File: src/trap_params.svh
`ifndef TRAP_PARAMS_SVH
`define TRAP_PARAMS_SVH

// data and pc width, mepc alignment assumes 32
`define XLEN 32

// machine csr addresses
`define CSR_MEPC   12'h341
`define CSR_MCAUSE 12'h342
`define CSR_MTVEC  12'h305

// mcause exception codes
`define CAUSE_MISALIGNED_FETCH 32'd0
`define CAUSE_BREAKPOINT       32'd3
`define CAUSE_MISALIGNED_LOAD  32'd4
`define CAUSE_MISALIGNED_STORE 32'd6
`define CAUSE_ECALL_M          32'd11

`endif
File: src/trap_pkg.sv
package trap_pkg;

    // trap currently held by the detector
    typedef enum logic [2:0] {
        trap_none,
        trap_ecall,
        trap_ebreak,
        trap_mret,
        trap_fencei,
        trap_misaligned_instruction,
        trap_misaligned_load,
        trap_misaligned_store
    } trap_status_t;

    // pre-trap handling FSM states
    typedef enum logic [3:0] {
        idle,
        write_mepc,
        write_mcause,
        read_mtvec,
        read_mepc,
        return_mret,
        mem_standby,
        wb_standby,
        retire_standby,
        ecall_mepc_write
    } pth_state_t;

endpackage

File: src/trap_unit.sv
`timescale 1ns/1ns
`include "trap_params.svh"

module trap_unit (
    input  logic             clk,
    input  logic             reset,
    input  logic [`XLEN-1:0] id_pc,
    input  logic [`XLEN-1:0] ex_pc,
    input  logic             ecall,
    input  logic             ebreak,
    input  logic             mret,
    input  logic             fencei,
    input  logic             misaligned_fetch,
    input  logic             misaligned_load,
    input  logic             misaligned_store,
    input  logic             csr_sw_write,
    input  logic [11:0]      csr_sw_addr,
    input  logic [`XLEN-1:0] csr_sw_wdata,
    output logic [`XLEN-1:0] csr_sw_rdata,
    output logic [`XLEN-1:0] trap_target,
    output logic             pc_stall,
    output logic             ic_clean,
    output logic             debug_mode,
    output logic             misaligned_instruction_flush,
    output logic             misaligned_memory_flush,
    output logic             pth_done_flush,
    output logic             standby_mode
);
    import trap_pkg::*;

    trap_status_t     trap_status;
    logic             trap_done;
    logic             csr_trap_write;
    logic [11:0]      csr_trap_addr;
    logic [`XLEN-1:0] csr_trap_wdata;
    logic [`XLEN-1:0] csr_trap_rdata;

    assign pc_stall = ~trap_done;   // hold fetch while handling runs

    trap_detector u_detector (
        .clk              (clk),
        .reset            (reset),
        .ecall            (ecall),
        .ebreak           (ebreak),
        .mret             (mret),
        .fencei           (fencei),
        .misaligned_fetch (misaligned_fetch),
        .misaligned_load  (misaligned_load),
        .misaligned_store (misaligned_store),
        .trap_done        (trap_done),
        .trap_status      (trap_status)
    );

    trap_controller u_controller (
        .clk                          (clk),
        .reset                        (reset),
        .id_pc                        (id_pc),
        .ex_pc                        (ex_pc),
        .trap_status                  (trap_status),
        .csr_trap_rdata               (csr_trap_rdata),
        .trap_target                  (trap_target),
        .ic_clean                     (ic_clean),
        .debug_mode                   (debug_mode),
        .csr_trap_write               (csr_trap_write),
        .csr_trap_addr                (csr_trap_addr),
        .csr_trap_wdata               (csr_trap_wdata),
        .trap_done                    (trap_done),
        .misaligned_instruction_flush (misaligned_instruction_flush),
        .misaligned_memory_flush      (misaligned_memory_flush),
        .pth_done_flush               (pth_done_flush),
        .standby_mode                 (standby_mode)
    );

    machine_csr u_csr (
        .clk        (clk),
        .reset      (reset),
        .trap_write (csr_trap_write),
        .trap_addr  (csr_trap_addr),
        .trap_wdata (csr_trap_wdata),
        .sw_write   (csr_sw_write),
        .sw_addr    (csr_sw_addr),
        .sw_wdata   (csr_sw_wdata),
        .trap_rdata (csr_trap_rdata),
        .sw_rdata   (csr_sw_rdata)
    );

endmodule

File: src/machine_csr.sv
`timescale 1ns/1ns
`include "trap_params.svh"

module machine_csr (
    input  logic             clk,
    input  logic             reset,
    input  logic             trap_write,
    input  logic [11:0]      trap_addr,
    input  logic [`XLEN-1:0] trap_wdata,
    input  logic             sw_write,
    input  logic [11:0]      sw_addr,
    input  logic [`XLEN-1:0] sw_wdata,
    output logic [`XLEN-1:0] trap_rdata,
    output logic [`XLEN-1:0] sw_rdata
);
    logic [`XLEN-1:0] mepc;
    logic [`XLEN-1:0] mcause;
    logic [`XLEN-1:0] mtvec;

    logic             wr_en;
    logic [11:0]      wr_addr;
    logic [`XLEN-1:0] wr_data;

    // unknown addresses read as zero
    function automatic logic [`XLEN-1:0] csr_read(input logic [11:0] addr);
        case (addr)
            `CSR_MEPC:   return mepc;
            `CSR_MCAUSE: return mcause;
            `CSR_MTVEC:  return mtvec;
            default:     return '0;
        endcase
    endfunction

    // trap side wins a same cycle collision
    assign wr_en   = trap_write | sw_write;
    assign wr_addr = trap_write ? trap_addr  : sw_addr;
    assign wr_data = trap_write ? trap_wdata : sw_wdata;

    always_ff @(posedge clk or posedge reset) begin
        if (reset) begin
            mepc   <= '0;
            mcause <= '0;
            mtvec  <= '0;
        end else if (wr_en) begin
            case (wr_addr)
                `CSR_MEPC:   mepc   <= wr_data;
                `CSR_MCAUSE: mcause <= wr_data;
                `CSR_MTVEC:  mtvec  <= {wr_data[`XLEN-1:2], 2'b00};   // direct mode only
                default:     ;
            endcase
        end
    end

    // both read ports are combinational
    always_comb begin
        trap_rdata = csr_read(trap_addr);
        sw_rdata   = csr_read(sw_addr);
    end

endmodule

File: src/trap_controller.sv
`timescale 1ns/1ns
`include "trap_params.svh"

module trap_controller (
    input  logic                   clk,
    input  logic                   reset,
    input  logic [`XLEN-1:0]       id_pc,
    input  logic [`XLEN-1:0]       ex_pc,
    input  trap_pkg::trap_status_t trap_status,
    input  logic [`XLEN-1:0]       csr_trap_rdata,
    output logic [`XLEN-1:0]       trap_target,
    output logic                   ic_clean,
    output logic                   debug_mode,
    output logic                   csr_trap_write,
    output logic [11:0]            csr_trap_addr,
    output logic [`XLEN-1:0]       csr_trap_wdata,
    output logic                   trap_done,
    output logic                   misaligned_instruction_flush,
    output logic                   misaligned_memory_flush,
    output logic                   pth_done_flush,
    output logic                   standby_mode
);
    import trap_pkg::*;

    pth_state_t       state;
    pth_state_t       next_state;
    logic [`XLEN-1:0] cause_code;
    logic [`XLEN-1:0] mret_target;

    // word aligned mepc, then step past the trapping instruction
    assign mret_target = {csr_trap_rdata[`XLEN-1:2], 2'b00} + 32'd4;

    always_comb begin
        case (trap_status)
            trap_ebreak:           cause_code = `CAUSE_BREAKPOINT;
            trap_ecall:            cause_code = `CAUSE_ECALL_M;
            trap_misaligned_load:  cause_code = `CAUSE_MISALIGNED_LOAD;
            trap_misaligned_store: cause_code = `CAUSE_MISALIGNED_STORE;
            default:               cause_code = `CAUSE_MISALIGNED_FETCH;
        endcase
    end

    always_ff @(posedge clk or posedge reset) begin
        if (reset) begin
            state      <= idle;
            debug_mode <= 1'b0;
        end else begin
            state <= next_state;
            if (trap_status == trap_mret && state == idle) begin
                debug_mode <= 1'b0;       // leave debug on mret
            end else if (trap_status == trap_ebreak && state == write_mcause) begin
                debug_mode <= 1'b1;       // ebreak handling complete
            end
        end
    end

    always_comb begin
        next_state                   = idle;
        trap_target                  = '0;
        ic_clean                     = 1'b0;
        csr_trap_write               = 1'b0;
        csr_trap_addr                = 12'h000;
        csr_trap_wdata               = '0;
        trap_done                    = 1'b1;   // idle never stalls the pc
        misaligned_instruction_flush = 1'b0;
        misaligned_memory_flush      = 1'b0;
        pth_done_flush               = 1'b0;
        standby_mode                 = 1'b0;

        case (state)
            idle: begin
                case (trap_status)
                    trap_none:   next_state = idle;
                    trap_fencei: ic_clean = 1'b1;   // single cycle, no stall
                    trap_mret: begin
                        trap_done  = 1'b0;
                        next_state = read_mepc;
                    end
                    trap_ecall: begin
                        // let older instructions drain before saving id_pc
                        standby_mode = 1'b1;
                        trap_done    = 1'b0;
                        next_state   = mem_standby;
                    end
                    default: begin
                        csr_trap_write = 1'b1;
                        csr_trap_addr  = `CSR_MEPC;
                        csr_trap_wdata = ex_pc;
                        trap_done      = 1'b0;
                        next_state     = write_mepc;
                    end
                endcase
            end
            mem_standby, wb_standby, retire_standby: begin
                standby_mode = 1'b1;
                trap_done    = 1'b0;
                next_state   = (state == mem_standby) ? wb_standby :
                               (state == wb_standby)  ? retire_standby : ecall_mepc_write;
            end
            ecall_mepc_write: begin
                csr_trap_write = 1'b1;
                csr_trap_addr  = `CSR_MEPC;
                csr_trap_wdata = id_pc;
                trap_done      = 1'b0;
                next_state     = write_mepc;
            end
            write_mepc: begin
                csr_trap_write = 1'b1;
                csr_trap_addr  = `CSR_MCAUSE;
                csr_trap_wdata = cause_code;
                trap_done      = 1'b0;
                next_state     = write_mcause;
            end
            write_mcause: begin
                if (trap_status != trap_ebreak) begin   // ebreak ends here
                    trap_done  = 1'b0;
                    next_state = read_mtvec;
                end
            end
            read_mtvec: begin
                csr_trap_addr  = `CSR_MTVEC;
                trap_target    = csr_trap_rdata;
                pth_done_flush = 1'b1;
                misaligned_instruction_flush = (trap_status == trap_misaligned_instruction);
                misaligned_memory_flush      = (trap_status == trap_misaligned_load) ||
                                               (trap_status == trap_misaligned_store);
            end
            read_mepc: begin
                csr_trap_addr = `CSR_MEPC;
                trap_done     = 1'b0;
                next_state    = return_mret;
            end
            return_mret: begin
                csr_trap_addr = `CSR_MEPC;   // keep the read address for the target
                trap_target   = mret_target;
            end
            default: next_state = idle;
        endcase
    end

endmodule

File: src/trap_detector.sv
`timescale 1ns/1ns

module trap_detector (
    input  logic                  clk,
    input  logic                  reset,
    input  logic                  ecall,
    input  logic                  ebreak,
    input  logic                  mret,
    input  logic                  fencei,
    input  logic                  misaligned_fetch,
    input  logic                  misaligned_load,
    input  logic                  misaligned_store,
    input  logic                  trap_done,
    output trap_pkg::trap_status_t trap_status
);
    import trap_pkg::*;

    trap_status_t raised;   // highest priority flag this cycle

    // fetch fault first, store fault last
    always_comb begin
        if (misaligned_fetch) begin
            raised = trap_misaligned_instruction;
        end else if (ebreak) begin
            raised = trap_ebreak;
        end else if (ecall) begin
            raised = trap_ecall;
        end else if (mret) begin
            raised = trap_mret;
        end else if (fencei) begin
            raised = trap_fencei;
        end else if (misaligned_load) begin
            raised = trap_misaligned_load;
        end else if (misaligned_store) begin
            raised = trap_misaligned_store;
        end else begin
            raised = trap_none;
        end
    end

    // hold one trap for the whole handling sequence
    always_ff @(posedge clk or posedge reset) begin
        if (reset) begin
            trap_status <= trap_none;
        end else if (trap_status == trap_none) begin
            trap_status <= raised;
        end else if (trap_done) begin
            trap_status <= trap_none;     // release after last handling cycle
        end
        // new flags are dropped while a trap is held
    end

endmodule

File: config.mk
export PLATFORM = sky130hd
export DESIGN_NAME = trap_unit
export DESIGN_NICKNAME = d
export VERILOG_FILES = /design/src/trap_pkg.sv /design/src/trap_unit.sv /design/src/machine_csr.sv /design/src/trap_controller.sv /design/src/trap_detector.sv
export VERILOG_INCLUDE_DIRS = /design/src /design/src/src
export SDC_FILE = /design/constraint.sdc
export NUM_CORES = 1
export LEC_CHECK = 0
export ABC_AREA = 1
export ABC_CLOCK_PERIOD_IN_PS = 4100
export BUFFER_PORTS_ARGS = -buffer_cell sky130_fd_sc_hd__buf_2
export CORE_ASPECT_RATIO = 2
export CORE_UTILIZATION = 45
export CTS_CLUSTER_SIZE = 30
export DETAILED_ROUTE_END_ITERATION = 6
export PLACE_DENSITY = 0.84
export SYNTH_ARGS = -nofsm -noshare
export SYNTH_HDL_FRONTEND = slang
export SYNTH_SLANG_ARGS = --single-unit
File: constraint.sdc
create_clock -name clk -period 4.1 [get_ports clk]
set_clock_uncertainty 0.2 [all_clocks]
set_input_delay 1.23 -clock clk [delete_from_list [all_inputs] [get_ports clk]]
set_output_delay 1.23 -clock clk [all_outputs]
set_load 0.02 [all_outputs]
==> reports/metrics.csv <==
metric;value;unit
status;finished, violations left;
violated checks;setup timing;
R2R Setup Slk;1090;ps
Area contributors post-synth;dfrtp_1 36%, nand2_1 21%, inv_1 7.6%;
Detailed Routing Iterations Pass 1;6;
Starting Density;45.8;%
Unique masters post-synth;46;
die area;0.0165;sq mm
Power Density;542;mW/mm^2
# DRC;0;
H-tree Lvls;3;
Multi-input gate area;0.00452;sq mm
DRT iter0 DRCs;875;
Syn Area/Cell;6.54;sq um
largest net degree at the start of global routing;81;
nets;1442;
register bit count reported by yosys;102;
via/cell ratio;5.79;
Worst Hold Depth;2;
dpl cells;1471;
TritonCTS Sinks;102;
Cell Area, Synth;0.00718;sq mm
Cells after Synth;1099;
FF+latch area;0.00256;sq mm
yosys warns;0;
worst hold slack;293;ps
R2R Path End;u_csr.mepc[0]$_DFFE_PP0P_;
WHS Endpoint;u_csr.mtvec[22]$_DFFE_PP0P_;
fillers;1292;
Remaining Overflow, GRT;0;
routed wire length;30900;um
Die Y;181;um
Crit. End Element;output port;
synthesis-to-layout area growth;42.0;%
RSZ-0062 raised after global routing;yes;
I/O pin count;189;
count of final hold-check violations;0;
die width;91.3;um
Req. time, crit path;2670;ps
Worst-Margin Slew;1050;ps
Hold Startpoint;u_csr.mtvec[22]$_DFFE_PP0P_;
post-synthesis async set-or-reset flop share;100;%
post-layout instance area;0.0102;sq mm
non-filler cells, final;1529;
hold buffers post-CTS;0;
clk_lat worst skew;350;ps
initial antenna violation count;0;
vias after detailed routing;8854;
first-pass GRT wire length;41700;um
CP arrival;2920;ps
leakage;0.00507;uW
vias in the first global route;8329;
Placer Congestion;0.997;
TritonCTS buffer count;9;
Post-synth top cells;400 x nand2_1, 146 x inv_1, 102 x dfrtp_1;
Worst slew margin;30.1;%
CTS max path bufs;2;
total track usage;32.8;%
Final Max Slew Viols;0;
Port-buffer cells;186;
core area;0.0157;sq mm
hpwl dp;19200;um
Max-Cap Viols;0;
Row Count;65;
peak supply drop;0.488;mV
Period minus WS final;4350;ps
share of post-route cells with drive strength above 1;35.3;%
Primary FF master, synth;dfrtp_1;
number of flops mapped to enable cells by yosys;0;
CP Max Fanout;8;
DR WL/cell;20.2;um
CTS tree;yes;
most common cell in the netlist;nand2_1;
Hold Crit Class;reg2reg;
Worst setup SP type;flip-flop;
maximum clock rate;0.230;GHz
fin worst setup slack;-246;ps
cell taking the most area after synthesis;dfrtp_1;
CTS root buf;clkbuf_16;
post-synthesis sequential area ratio;35.5;%
final worst-path cycle share;106;%
antenna viol nets, final;0;
Reg clk slew, reported paths;80;ps
kind of critical path;reg2out;
Placement Cell Area;0.00840;sq mm
worst r2r src;u_controller.state[3]$_DFF_PP0_;
# setup viols final;52;
Synth top area share;35.5;%
antenna cells;0;
Worst Reg-to-Reg Cells;15;
flip-flops by register name, indices dropped and copies added (netlist names):
name                     flops
u_controller.debug_mode      1
u_controller.state           4
u_csr.mcause                32
u_csr.mepc                  32
u_csr.mtvec                 30
u_detector.trap_status       3
layer usage:
metal / vias to the layer above / part of all wire [%] / GRT usage (%) / wire length (um)
met5: - / 0 / 0 / 0
met3: 231 / 9.1 / 4.17 / 2810
met1: 4013 / 32 / 35.6 / 9880
met2: 647 / 48 / 56.2 / 15000
met4: 0 / 11 / 27.0 / 3270
li1: 3963 / - / - / -
how the worst max path moves through the flow:
stage | from | end | slack (ps) | cells after the start
finish | u_controller.state[3]$_DFF_PP0_ | trap_target[19] | -250 | 19
global route | u_controller.state[2]$_DFF_PP0_ | trap_target[29] | -390 | 17
CTS | u_controller.state[2]$_DFF_PP0_ | trap_target[31] | -3 | 19
detailed placement | csr_sw_addr[10] | csr_sw_rdata[26] | -110 | 11
global placement | csr_sw_addr[10] | csr_sw_rdata[31] | -40 | 11
floorplan | csr_sw_addr[10] | csr_sw_rdata[12] | 110 | 7
stage by stage:
stage	setup TNS, ps	utilization [%]	total power (uW)	worst slack, ps
floorplan	0	-	3130	107
global placement	-393	53.5	3770	-44.3
detailed placement	-2240	53.5	3800	-111
CTS	-3.46	58.8	5060	-3.46
global route	-10290	65.0	5840	-385
finish	-4890	65.0	5530	-246
layout by cell type, fill, tap and decap left out, types with 3 or more instances in the layout:
master,instances
o211ai_1,24
nand2_1,326
o21ai_0,83
buf_6,22
nor2_2,13
dfrtp_1,99
nand3_2,4
nand2_2,55
nor2_4,29
nand3_4,4
inv_8,5
nor3_1,5
nand2_4,42
buf_2,135
nand2_8,3
nor2_1,34
inv_6,3
inv_4,7
clkbuf_16,14
a22oi_1,28
inv_2,5
o221ai_2,6
buf_12,7
o21ai_1,49
o21ai_2,5
o22ai_2,3
buf_4,85
nand3_1,35
buf_8,6
a21oi_1,9
o22ai_1,8
dfrtp_2,3
nand4_1,3
inv_1,137
final cells by class:
class                   instances  share of cell area (%)
repair buffers                260                    18.8
clock buffers                   9                    2.21
well taps                     201                    2.46
clock inverters                 7                   0.956
multi-input cells             794                    44.3
inverters                     156                    6.19
flip-flops and latches        102                    25.1
timing repair:
action | in CTS | in global routing
resized for setup | 121 | 189
pin swaps | 37 | 64
endpoints found under the hold margin | 0 | 0
cloned | 0 | 8
buffers inserted | 15 | 19
endpoints found under the setup margin | 56 | 58
critical path: stages (launching register included):
cell and delay (ps):
dfrtp_2 470, inv_4 130, nand2_4 70, nor2_4 120, nand2_2 90, nand3_4 150, buf_12 150, buf_6 120
nand2_4 60, nand2_4 100, nand2_2 120, nor2_4 150, buf_4 130, nand2_2 70, inv_1 110, nand2_1 90
nand2_1 70, nand3_1 90, nand2_2 130, buf_6 120
where the power goes:
part | internal, uW | total [uW] | leakage [uW] | switching, uW
logic | 971 | 2900 | 0.00359 | 1930
clock network | 497 | 937 | 0.000159 | 440
registers | 1330 | 1690 | 0.00132 | 359
total | 2800 | 5530 | 0.00507 | 2730
cells by family (layout without fill, tap and decap cells):
group           Yosys count  count (layout)  share of synthesized area [%]
other cells               1               2                         0.0522
fa+ha+maj                 1               1                          0.174
buf+inv                 204             432                           11.8
simple gates            561             561                           33.5
compound gates          230             230                           19.0
flops                   102             102                           35.5
Power figures use the tool's default switching activity.
